[config.mk]
export PLATFORM = sky130hd
export DESIGN_NAME = rvCore
export DESIGN_NICKNAME = d
export VERILOG_FILES = /design/src/hw/rvCorePkg.sv /design/src/hw/stageIf.sv /design/src/hw/pipeControl.sv /design/src/hw/fetchUnit.sv /design/src/hw/decodeUnit.sv /design/src/hw/regFile.sv /design/src/hw/executeUnit.sv /design/src/hw/rvCore.sv
export SDC_FILE = /design/constraint.sdc
export NUM_CORES = 2
export LEC_CHECK = 0
export BUFFER_PORTS_ARGS = -buffer_cell sky130_fd_sc_hd__buf_2
export CORE_ASPECT_RATIO = 0.75
export CORE_UTILIZATION = 55
export CTS_CLUSTER_DIAMETER = 50
export CTS_CLUSTER_SIZE = 30
export DETAILED_ROUTE_END_ITERATION = 10
export PLACE_DENSITY = 0.71
export SLEW_MARGIN = 20
export SYNTH_ARGS = -nofsm -noshare
export SYNTH_HDL_FRONTEND = slang
export SYNTH_HIERARCHICAL = 1
export SYNTH_SLANG_ARGS = --single-unit
export TNS_END_PERCENT = 30
[constraint.sdc]
create_clock -name clk -period 54.3 [get_ports clk]
set_input_delay 10.86 -clock clk [delete_from_list [all_inputs] [get_ports clk]]
set_output_delay 10.86 -clock clk [all_outputs]
set_load 0.02 [all_outputs]
[src/hw/rvCorePkg.sv]
// RV32I subset only; opcode bits 1..0 are assumed to be 2'b11 and checked in decode
package rvCorePkg;

    localparam int xlen     = 32;
    localparam int regAddrW = 5;

    // ==============================
    // major opcodes, instr[6:2]
    // ==============================
    localparam logic [4:0] opOp     = 5'b01100;
    localparam logic [4:0] opOpImm  = 5'b00100;
    localparam logic [4:0] opBranch = 5'b11000;
    localparam logic [4:0] opJal    = 5'b11011;

    // alu codes are {instr[30], funct3}
    localparam logic [3:0] aluAdd = 4'b0000;
    localparam logic [3:0] aluSub = 4'b1000;
    localparam logic [3:0] aluSlt = 4'b0010;
    localparam logic [3:0] aluXor = 4'b0100;
    localparam logic [3:0] aluOr  = 4'b0110;
    localparam logic [3:0] aluAnd = 4'b0111;
    localparam logic [3:0] aluSll = 4'b0001;
    localparam logic [3:0] aluSrl = 4'b0101;
    localparam logic [3:0] aluSra = 4'b1101;

    // ==============================
    // instruction formats
    // ==============================
    typedef struct packed {
        logic [6:0] funct7;
        logic [4:0] rs2;
        logic [4:0] rs1;
        logic [2:0] funct3;
        logic [4:0] rd;
        logic [6:0] opcode;
    } rFmtT;

    typedef struct packed {
        logic [11:0] imm12;
        logic [4:0]  rs1;
        logic [2:0]  funct3;
        logic [4:0]  rd;
        logic [6:0]  opcode;
    } iFmtT;

    // branch offset is scattered over both ends of the word
    typedef struct packed {
        logic       imm12;
        logic [5:0] imm10to5;
        logic [4:0] rs2;
        logic [4:0] rs1;
        logic [2:0] funct3;
        logic [3:0] imm4to1;
        logic       imm11;
        logic [6:0] opcode;
    } bFmtT;

    typedef struct packed {
        logic       imm20;
        logic [9:0] imm10to1;
        logic       imm11;
        logic [7:0] imm19to12;
        logic [4:0] rd;
        logic [6:0] opcode;
    } jFmtT;

    typedef union packed {
        rFmtT rFmt;
        iFmtT iFmt;
        bFmtT bFmt;
        jFmtT jFmt;
    } instrU;

endpackage

[src/hw/stageIf.sv]
// plain signal bundles, no clocking; the producer side owns every register behind them
`timescale 1ns/100ps

// decode/execute register contents
interface idExIf import rvCorePkg::*; ();
    logic                valid;
    logic [xlen-1:0]     pc;
    logic [regAddrW-1:0] rs1;
    logic [regAddrW-1:0] rs2;
    logic [regAddrW-1:0] rd;
    logic [xlen-1:0]     rs1Val;
    logic [xlen-1:0]     rs2Val;
    logic [xlen-1:0]     imm;
    logic [3:0]          aluOp;
    logic                useImm;
    logic                isBranch;
    logic                branchNe;
    logic                isJal;
    logic                regWrite;

    modport producer (output valid, pc, rs1, rs2, rd, rs1Val, rs2Val, imm, aluOp, useImm,
                      isBranch, branchNe, isJal, regWrite);
    modport consumer (input valid, pc, rs1, rs2, rd, rs1Val, rs2Val, imm, aluOp, useImm,
                      isBranch, branchNe, isJal, regWrite);
endinterface

// execute stage <-> pipeline control
interface hazardIf import rvCorePkg::*; ();
    logic [regAddrW-1:0] rs1Ex;
    logic [regAddrW-1:0] rs2Ex;
    logic                wbRegWrite;
    logic [regAddrW-1:0] wbRd;
    logic                redirect;
    logic                advance;
    logic                flush;
    logic                fwdA;
    logic                fwdB;

    modport stage (output rs1Ex, rs2Ex, wbRegWrite, wbRd, redirect, input fwdA, fwdB);
    modport ctrl  (input rs1Ex, rs2Ex, wbRegWrite, wbRd, redirect,
                   output advance, flush, fwdA, fwdB);
endinterface

[src/hw/pipeControl.sv]
// one global freeze for the whole pipe; only the writeback register is a forwarding source
`timescale 1ns/100ps

module pipeControl import rvCorePkg::*; (
    input  logic   clk,
    input  logic   rst_n,
    input  logic   imemStall,
    hazardIf.ctrl  hz,
    output logic   advance,
    output logic   flush
);

    // pipe holds for the first cycle after reset release
    logic runQ;

    always_ff @(posedge clk or negedge rst_n) begin
        if (!rst_n) begin
            runQ <= 1'b0;
        end else begin
            runQ <= 1'b1;
        end
    end

    // ==============================
    // freeze and squash
    // ==============================
    assign hz.advance = runQ & ~imemStall;
    // a redirect seen while frozen waits for the next advancing edge
    assign hz.flush   = hz.redirect & hz.advance;

    assign advance = hz.advance;
    assign flush   = hz.flush;

    // x0 never forwards
    assign hz.fwdA = hz.wbRegWrite && (hz.wbRd != '0) && (hz.wbRd == hz.rs1Ex);
    assign hz.fwdB = hz.wbRegWrite && (hz.wbRd != '0) && (hz.wbRd == hz.rs2Ex);

endmodule

[src/hw/fetchUnit.sv]
// instruction port reads one cycle after the address; the word is taken without byte swap
`timescale 1ns/100ps

module fetchUnit import rvCorePkg::*; #(
    parameter logic [xlen-1:0] resetPc = '0
) (
    input  logic            clk,
    input  logic            rst_n,
    input  logic            advance,
    input  logic            flush,
    input  logic [xlen-1:0] redirectPc,
    output logic [xlen-3:0] imemAddr,
    input  logic [xlen-1:0] imemData,
    output instrU           ifInstr,
    output logic [xlen-1:0] ifPc,
    output logic            ifValid
);

    logic [xlen-1:0] pc;
    // address and validity of the word now on imemData
    logic [xlen-1:0] reqPc;
    logic            reqValid;

    assign imemAddr = pc[xlen-1:2];

    always_ff @(posedge clk or negedge rst_n) begin
        if (!rst_n) begin
            pc       <= resetPc;
            reqValid <= 1'b0;
            ifValid  <= 1'b0;
        end else if (advance) begin
            pc       <= flush ? redirectPc : pc + 4;
            // word returning next cycle was asked for on the wrong path
            reqValid <= ~flush;
            ifValid  <= reqValid & ~flush;
        end
    end

    // payload only, qualified by the valid bits above
    always_ff @(posedge clk) begin
        if (advance) begin
            reqPc   <= pc;
            ifPc    <= reqPc;
            ifInstr <= instrU'(imemData);
        end
    end

endmodule

[src/hw/decodeUnit.sv]
// unsupported opcodes and funct codes (loads, stores, jalr, sltu...) decode to bubbles
`timescale 1ns/100ps

module decodeUnit import rvCorePkg::*; (
    input  logic                clk,
    input  logic                rst_n,
    input  logic                advance,
    input  logic                flush,
    input  instrU               ifInstr,
    input  logic [xlen-1:0]     ifPc,
    input  logic                ifValid,
    output logic [regAddrW-1:0] rs1Addr,
    output logic [regAddrW-1:0] rs2Addr,
    input  logic [xlen-1:0]     rs1Data,
    input  logic [xlen-1:0]     rs2Data,
    idExIf.producer             idEx
);

    logic [4:0]      opc;
    logic [xlen-1:0] immI;
    logic [xlen-1:0] immB;
    logic [xlen-1:0] immJ;
    logic [3:0]      dAluOp;
    logic [xlen-1:0] dImm;
    logic            dUseImm;
    logic            dBranch;
    logic            dJal;
    logic            dWrite;
    logic            dLegal;
    logic            keep;

    function automatic logic isAluCode(input logic [3:0] code);
        return code inside {aluAdd, aluSub, aluSlt, aluXor, aluOr, aluAnd,
                            aluSll, aluSrl, aluSra};
    endfunction

    assign opc     = ifInstr.rFmt.opcode[6:2];
    assign rs1Addr = ifInstr.rFmt.rs1;
    assign rs2Addr = ifInstr.rFmt.rs2;

    // ==============================
    // immediates
    // ==============================
    assign immI = {{20{ifInstr.iFmt.imm12[11]}}, ifInstr.iFmt.imm12};
    assign immB = {{20{ifInstr.bFmt.imm12}}, ifInstr.bFmt.imm11, ifInstr.bFmt.imm10to5,
                   ifInstr.bFmt.imm4to1, 1'b0};
    assign immJ = {{12{ifInstr.jFmt.imm20}}, ifInstr.jFmt.imm19to12, ifInstr.jFmt.imm11,
                   ifInstr.jFmt.imm10to1, 1'b0};

    always_comb begin
        dAluOp  = {ifInstr.rFmt.funct7[5], ifInstr.rFmt.funct3};
        dImm    = immI;
        dUseImm = 1'b0;
        dBranch = 1'b0;
        dJal    = 1'b0;
        dWrite  = 1'b0;
        dLegal  = 1'b0;
        case (opc)
            opOp: begin
                dWrite = 1'b1;
                dLegal = isAluCode(dAluOp);
            end
            opOpImm: begin
                // bit 30 only selects sra among the immediate forms
                if (ifInstr.iFmt.funct3 != 3'b101) begin
                    dAluOp = {1'b0, ifInstr.iFmt.funct3};
                end
                dUseImm = 1'b1;
                dWrite  = 1'b1;
                dLegal  = isAluCode(dAluOp);
            end
            opBranch: begin
                dImm    = immB;
                dBranch = 1'b1;
                // beq and bne only
                dLegal  = (ifInstr.bFmt.funct3[2:1] == 2'b00);
            end
            opJal: begin
                dImm   = immJ;
                dJal   = 1'b1;
                dWrite = 1'b1;
                dLegal = 1'b1;
            end
            default: dLegal = 1'b0;
        endcase
        if (ifInstr.rFmt.opcode[1:0] != 2'b11) begin
            dLegal = 1'b0;
        end
    end

    assign keep = ifValid & dLegal & ~flush;

    always_ff @(posedge clk or negedge rst_n) begin
        if (!rst_n) begin
            idEx.valid    <= 1'b0;
            idEx.isBranch <= 1'b0;
            idEx.isJal    <= 1'b0;
            idEx.regWrite <= 1'b0;
        end else if (advance) begin
            idEx.valid    <= keep;
            idEx.isBranch <= dBranch;
            idEx.isJal    <= dJal;
            idEx.regWrite <= dWrite;
        end
    end

    always_ff @(posedge clk) begin
        if (advance) begin
            idEx.pc       <= ifPc;
            idEx.rs1      <= ifInstr.rFmt.rs1;
            idEx.rs2      <= ifInstr.rFmt.rs2;
            idEx.rd       <= ifInstr.rFmt.rd;
            idEx.rs1Val   <= rs1Data;
            idEx.rs2Val   <= rs2Data;
            idEx.imm      <= dImm;
            idEx.aluOp    <= dAluOp;
            idEx.useImm   <= dUseImm;
            idEx.branchNe <= ifInstr.bFmt.funct3[0];
        end
    end

endmodule

[src/hw/regFile.sv]
// two read ports, one write port; reset clears all registers so programs start from zero
`timescale 1ns/100ps

module regFile import rvCorePkg::*; (
    input  logic                clk,
    input  logic                rst_n,
    input  logic                we,
    input  logic [regAddrW-1:0] wAddr,
    input  logic [xlen-1:0]     wData,
    input  logic [regAddrW-1:0] rAddrA,
    input  logic [regAddrW-1:0] rAddrB,
    output logic [xlen-1:0]     rDataA,
    output logic [xlen-1:0]     rDataB
);

    // x0 has no storage
    logic [xlen-1:0] regs [1:31];

    // same-cycle write is seen by the reader
    function automatic logic [xlen-1:0] readPort(input logic [regAddrW-1:0] addr);
        logic [xlen-1:0] value;
        if (addr == '0) begin
            value = '0;
        end else if (we && addr == wAddr) begin
            value = wData;
        end else begin
            value = regs[addr];
        end
        return value;
    endfunction

    always_comb rDataA = readPort(rAddrA);
    always_comb rDataB = readPort(rAddrB);

    always_ff @(posedge clk or negedge rst_n) begin
        if (!rst_n) begin
            for (int i = 1; i < 32; i++) begin
                regs[i] <= '0;
            end
        end else if (we && wAddr != '0) begin
            regs[wAddr] <= wData;
        end
    end

endmodule

[src/hw/executeUnit.sv]
// branches and jal resolve here; wbValid is held low while the pipe is frozen
`timescale 1ns/100ps

module executeUnit import rvCorePkg::*; (
    input  logic                clk,
    input  logic                rst_n,
    input  logic                advance,
    idExIf.consumer             idEx,
    hazardIf.stage              hz,
    output logic [xlen-1:0]     redirectPc,
    output logic                wbValid,
    output logic [regAddrW-1:0] wbRd,
    output logic [xlen-1:0]     wbData
);

    logic [xlen-1:0] opA;
    logic [xlen-1:0] opB;
    logic [xlen-1:0] aluB;
    logic [xlen-1:0] aluOut;
    logic [xlen-1:0] result;
    logic [4:0]      shamt;
    logic            taken;
    // writeback register valid, before the freeze gate
    logic            wbValidQ;

    // ==============================
    // operands
    // ==============================
    assign hz.rs1Ex = idEx.rs1;
    assign hz.rs2Ex = idEx.rs2;

    assign opA   = hz.fwdA ? wbData : idEx.rs1Val;
    assign opB   = hz.fwdB ? wbData : idEx.rs2Val;
    assign aluB  = idEx.useImm ? idEx.imm : opB;
    assign shamt = aluB[4:0];

    always_comb begin
        case (idEx.aluOp)
            aluAdd:  aluOut = opA + aluB;
            aluSub:  aluOut = opA - aluB;
            aluSlt:  aluOut = {{(xlen-1){1'b0}}, $signed(opA) < $signed(aluB)};
            aluXor:  aluOut = opA ^ aluB;
            aluOr:   aluOut = opA | aluB;
            aluAnd:  aluOut = opA & aluB;
            aluSll:  aluOut = opA << shamt;
            aluSrl:  aluOut = opA >> shamt;
            aluSra:  aluOut = $signed(opA) >>> shamt;
            default: aluOut = '0;
        endcase
    end

    // ==============================
    // branch and jump
    // ==============================
    assign taken       = idEx.isBranch & (idEx.branchNe ? (opA != opB) : (opA == opB));
    assign hz.redirect = idEx.valid & (idEx.isJal | taken);
    assign redirectPc  = idEx.pc + idEx.imm;

    // link address for jal
    assign result = idEx.isJal ? idEx.pc + 4 : aluOut;

    // ==============================
    // writeback register
    // ==============================
    always_ff @(posedge clk or negedge rst_n) begin
        if (!rst_n) begin
            wbValidQ <= 1'b0;
        end else if (advance) begin
            wbValidQ <= idEx.valid & idEx.regWrite;
        end
    end

    always_ff @(posedge clk) begin
        if (advance) begin
            wbRd   <= idEx.rd;
            wbData <= result;
        end
    end

    // retires once, on the advancing cycle, so no duplicate under stall
    assign wbValid = wbValidQ & advance;

    assign hz.wbRegWrite = wbValidQ;
    assign hz.wbRd       = wbRd;

endmodule

[src/hw/rvCore.sv]
// no loads or stores; results are visible only on the wb trace port, resetPc must be word aligned
`timescale 1ns/100ps

module rvCore import rvCorePkg::*; #(
    parameter logic [xlen-1:0] resetPc = '0
) (
    input  logic                clk,
    input  logic                rst_n,
    output logic [xlen-3:0]     imemAddr,
    input  logic [xlen-1:0]     imemData,
    input  logic                imemStall,
    output logic                wbValid,
    output logic [regAddrW-1:0] wbRd,
    output logic [xlen-1:0]     wbData
);

    logic                advance;
    logic                flush;
    logic [xlen-1:0]     redirectPc;
    instrU               ifInstr;
    logic [xlen-1:0]     ifPc;
    logic                ifValid;
    logic [regAddrW-1:0] rs1Addr;
    logic [regAddrW-1:0] rs2Addr;
    logic [xlen-1:0]     rs1Data;
    logic [xlen-1:0]     rs2Data;

    idExIf   idEx ();
    hazardIf hz ();

    pipeControl uCtrl (.clk, .rst_n, .imemStall, .hz(hz.ctrl), .advance, .flush);

    fetchUnit #(.resetPc(resetPc)) uFetch (
        .clk, .rst_n, .advance, .flush, .redirectPc,
        .imemAddr, .imemData, .ifInstr, .ifPc, .ifValid
    );

    decodeUnit uDecode (
        .clk, .rst_n, .advance, .flush, .ifInstr, .ifPc, .ifValid,
        .rs1Addr, .rs2Addr, .rs1Data, .rs2Data, .idEx(idEx.producer)
    );

    // written from the writeback register
    regFile uRegs (
        .clk, .rst_n, .we(wbValid), .wAddr(wbRd), .wData(wbData),
        .rAddrA(rs1Addr), .rAddrB(rs2Addr), .rDataA(rs1Data), .rDataB(rs2Data)
    );

    executeUnit uExec (
        .clk, .rst_n, .advance, .idEx(idEx.consumer), .hz(hz.stage),
        .redirectPc, .wbValid, .wbRd, .wbData
    );

endmodule

* Yosys cells after proc, flatten, opt, wreduce, memory -nomap -nowiden
Cells that the tools add are included.
** Operators by class
- Add/subtract/negate cells :: 5
- Order comparisons :: 5
- Equal/unequal tests :: 36
- Shift operators :: 3
- Multiplexer cells :: 28
- Bitwise logic cells :: 18
- Reduce and logical (&&, ||, !) cells :: 17
** Operators with widths (number)
- $bwmux W992 :: 1
- $mux W32 :: 12
- $bmux W32 S5 :: 2
- $pmux W32 S9 :: 1
- $demux W32 S5 :: 1
- $add A32 B3 Y32 const B :: 2
- $add A32 B32 Y32 :: 2
- $eq A4 B3 Y1 const B :: 12
- $pmux W20 S2 :: 1
- $and A32 B32 Y32 :: 1
- $eq A32 B32 Y1 :: 1
- $lt A32 B32 Y1 :: 1
- $ne A32 B32 Y1 :: 1
- $or A32 B32 Y32 :: 1
- $shl A32 B5 Y32 :: 1
- $shr A32 B5 Y32 :: 1
- $sshr A32 B5 Y32 :: 1
- $sub A32 B32 Y32 :: 1
- $xor A32 B32 Y32 :: 1
- $eq A4 B4 Y1 const B :: 6
- $eq A5 B5 Y1 :: 4
- $ge A6 B6 Y1 const B :: 3
- $not A5 Y6 :: 3
- $reduce_bool A9 Y1 :: 2
- other kinds (20) :: 50
** Storage, ports and cells
- Bits in registers :: 1303
- Input port bits :: 35
- Output and inout port bits :: 68
- Logic and storage cells :: 167

* Longest topological paths before layout
- Depth in word-level cells :: 12
- Mapped depth :: 25
- Depth with buffers taken out :: 19

* By module
The synthesis kept the hierarchy.
** Modules (own cells, without submodules)
- regFile :: times used 1, cells each 3841, area each 54930.2 um^2, seq. area each 24823.8 um^2
- executeUnit :: times used 1, cells each 1990, area each 14141.1 um^2, seq. area each 1136.1 um^2
- fetchUnit :: times used 1, cells each 377, area each 5203.7 um^2, seq. area each 3733.6 um^2
- decodeUnit :: times used 1, cells each 221, area each 4744.6 um^2, seq. area each 4214.0 um^2
- pipeControl :: times used 1, cells each 22, area each 180.2 um^2, seq. area each 25.0 um^2

* Worst setup path before layout
No wires, ideal clock.
- Path type :: input to output
- Start point :: input imemStall
- End point :: output wbValid
- Arrival :: 24.366 ns
- Data required time :: 43.440 ns
- Slack :: 19.074 ns
- Stages :: 2
- Buffers on the path :: 0
- Path through :: nor2b_1 > and2_1
** On the way
- Word-level cells in the longest chain between the ends :: 3
** RTL lines
- start, declared :: line rvCore.sv:11 : input logic imemStall,
- $not A1 Y1 :: line pipeControl.sv:27 : assign hz.advance = runQ & ~imemStall;
- $and A1 B1 Y1 :: line pipeControl.sv:27
- $and A1 B1 Y1 :: line executeUnit.sv:81 : assign wbValid = wbValidQ & advance;
- end, declared :: line rvCore.sv:12 : output logic wbValid,
No other way between the ends.

* Worst setup path after layout
- Start point :: input imemStall
- End point :: output wbValid
** On the way
- Word-level cells in the longest chain between the ends :: 3
** RTL lines
- $not A1 Y1 :: line pipeControl.sv:27
- $and A1 B1 Y1 :: line pipeControl.sv:27
- named net advance :: line rvCore.sv:17 : logic advance;
- $and A1 B1 Y1 :: line executeUnit.sv:81
The timed path passes the listed nets, and every way through them passes these cells.

==> flow_results.org <==
** Die
- The floorplan step set the die width to 440 microns.
- Placeable core region :: 143000 sq um
- Site Rows :: 120
- Die Ht :: 331 microns
- 103 I/O pins were placed.
- The die covers 146000 sq um.
- Effective utilization at floorplan :: 55.5%

** Timing
- Setup clock skew after layout :: 0.0499 ns
- Setup TNS :: 0 ns
- On the final layout, the worst hold slack is 0.417 ns.
- Max Transition Viols Final :: 0
- Fin crit share :: 41.7%
- Final hold vios :: 0
- Headroom to the max-slew limit came out at 11.5%.
- Post-route minimum period :: 22.62 ns
- Max Clk Rate :: 44.2 MHz
- Setup violations remaining at the end of the flow were counted as 0.
- Setup repair after global routing missed its margin :: no
- Measured slew at the worst slew-check pin :: 1.32 ns

** Finish
- The sequential cells in the finished layout cover a total of 33900 sq um.
- Layout Area Growth over Synthesis :: 6.17%
- Multi-input gate area :: 41300 sq um
- Leaving out fill and tap cells, the most frequent cell in the layout is mux2_2.
- At the end of the flow, the number of nets in the layout was 6386.
- Commonest non-fill, non-tap cells in the layout :: 1232 x mux2_2, 1032 x dfrtp_1, 328 x mux4_2
- Number of filler cells placed in the layout :: 11400
- Of the cells placed in the final design, the portion with a size suffix greater than 1 is 35.0%.
- Area of all placed cells without fillers :: 84100 sq um

** Global route
- Largest net degree at the start of global routing :: 150
- Initial antenna violation count :: 6
- The first global-routing pass estimated 403000 microns of wire.
- For this run, the total global-route usage over all layers was measured as 38.2%.
- The number of global-route vias before repair is 56800.
- Overflow left after global routing :: 0

** Route
- Number of DRC violations after detailed-routing iteration 0 :: 8961
- Dividing the detail-routed via count by the number of cells gives 7.23.
- Wirelength per Cell :: 34.2 microns
- For this run, design rule violations remaining after detail routing come to 0.
- For this block, the routed nets add up to 281000 microns of wire.
- Routed Antenna Nets :: 0
- Before antenna repair, the detailed router went through 7 iterations.
- Vias :: 59300

** Flow run
- Max-cap check violation count :: 0

** Clocking
- After clock tree synthesis, the setup repair step added 0 buffers.
- Clock Tree Buf Depth :: 3
- Hold Buf Count CTS :: 0
- Clock tree synthesis selected as its root buffer the cell clkbuf_16.
- Clock latency on the worst-skew pair, taken at its later pin, is 0.78 ns.
- Resized cells post-CTS :: 0
- CTS saw 1302 sinks.
- Clock tree from TritonCTS :: built
- Total number of H-tree levels :: 3
- Clock tree synthesis inserted a total of 106 buffers.
- Clock-pin slew on the worst setup and hold paths :: 0.08 ns

** Place
- In this run the cell area measured after placement is 80100 sq um.
- Routability-driven placement finished with a final weighted congestion of 1.04.
- Detailed placement finished with a half-perimeter wire length of 185000 microns.
- Number of buffers inserted by port buffering :: 102

** Worst hold path
- Cells on Worst Hold Path :: 0
- The min-delay analysis places its worst path in the category reg2reg.

** Critical path
- STA puts the critical path data required time at 43.44 ns.
- Signal arrival time at the worst endpoint :: 11.76 ns
- Peak fanout along the critical path :: 11
- Critical path endpoint category :: output pin
- Worst Setup Path Type :: in2out
- The worst setup path is launched from an input pin.
- R2R cell count :: 20

** Pwr
- Power density over the cells :: 26.2 nW/um^2
- IR analysis of the VDD net gives a maximum drop of 0.0000391 V.
- Summed over all cells, the static leakage comes to 0.0371 uW.

** Logic synthesis
- For this run, the number of Yosys warnings is 6.
- Netlist area before placement :: 79200 sq um
- After synthesis, the mean cell area works out to 12.3 sq um.
- When the netlist entered floorplanning its net count stood at 6617.
- Cell count after synthesis :: 6449

** Run status
- The run finished with clean final reports.
power breakdown:
part | internal (uW) | switching [uW] | total, uW
sequential | 1020 | 16.2 | 1030
combinational | 90.2 | 207 | 297
clock | 462 | 409 | 871
critical path: stages:
cell and delay [ns]:
buf_2 0.11, nor2b_4 0.10, and2_1 0.42, buf_2 0.26
final timing paths:
check                                      end  slack (ns)        startpoint
min reg2reg                uDecode/idEx.pc[21]        0.42   uFetch/ifPc[21]
max in group asynchronous        uFetch/pc[16]       39.62             rst_n
max reg2reg                   uExec/wbData[28]       45.60  uExec/hz.wbRd[0]
min                        uDecode/idEx.pc[21]        0.42   uFetch/ifPc[21]
max                                    wbValid       31.68         imemStall
min in group asynchronous      uRegs/regs[117]       10.15             rst_n
flip-flops by register name (all words and copies together) (netlist names), 4 cells and up:
| signal | count |
|---|---|
| uExec/wbData | 32 |
| uDecode/idEx.rd | 5 |
| uRegs/regs | 992 |
| uDecode/idEx.aluOp | 4 |
| uFetch/ifInstr | 32 |
| uFetch/reqPc | 32 |
| uDecode/idEx.rs1Val | 32 |
| uDecode/idEx.pc | 32 |
| uDecode/idEx.rs2 | 5 |
| uFetch/pc | 32 |
| uDecode/idEx.rs2Val | 32 |
| uFetch/ifPc | 32 |
| uDecode/idEx.imm | 21 |
| uExec/hz.wbRd | 5 |
| uDecode/idEx.rs1 | 5 |
cell type report:
type                            count  area share, %
Timing Repair Buffer              299           2.50
Clock inverter                     75           1.22
Tap cell                         1891           2.81
Inverter                          121          0.542
Antenna cell                        2        0.00595
Clock buffer                      126           3.43
Sequential cell                  1302           40.4
Multi-Input combinational cell   4388           49.1
per-stage QoR:
stage	instances	power [uW]	util [%]	setup slack (ns)
floorplan	6449	1230	-	19.11
global placement	7999	1330	56.1	31.71
detailed placement	7999	1340	56.1	31.69
CTS	8200	2200	58.8	31.69
global route	8202	2260	58.9	31.64
finish	8204	2200	58.9	31.68
layer usage:
metal | vias up | track usage (%) | part of all wire, %
met1 | 30600 | 57.3 | 42
met4 | 8 | 12.8 | 3.9
met5 | - | 0 | 0.020
met2 | 4088 | 50.2 | 40
met3 | 610 | 14.3 | 14
li1 | 24000 | - | -
(Power assumes the default switching activity.)
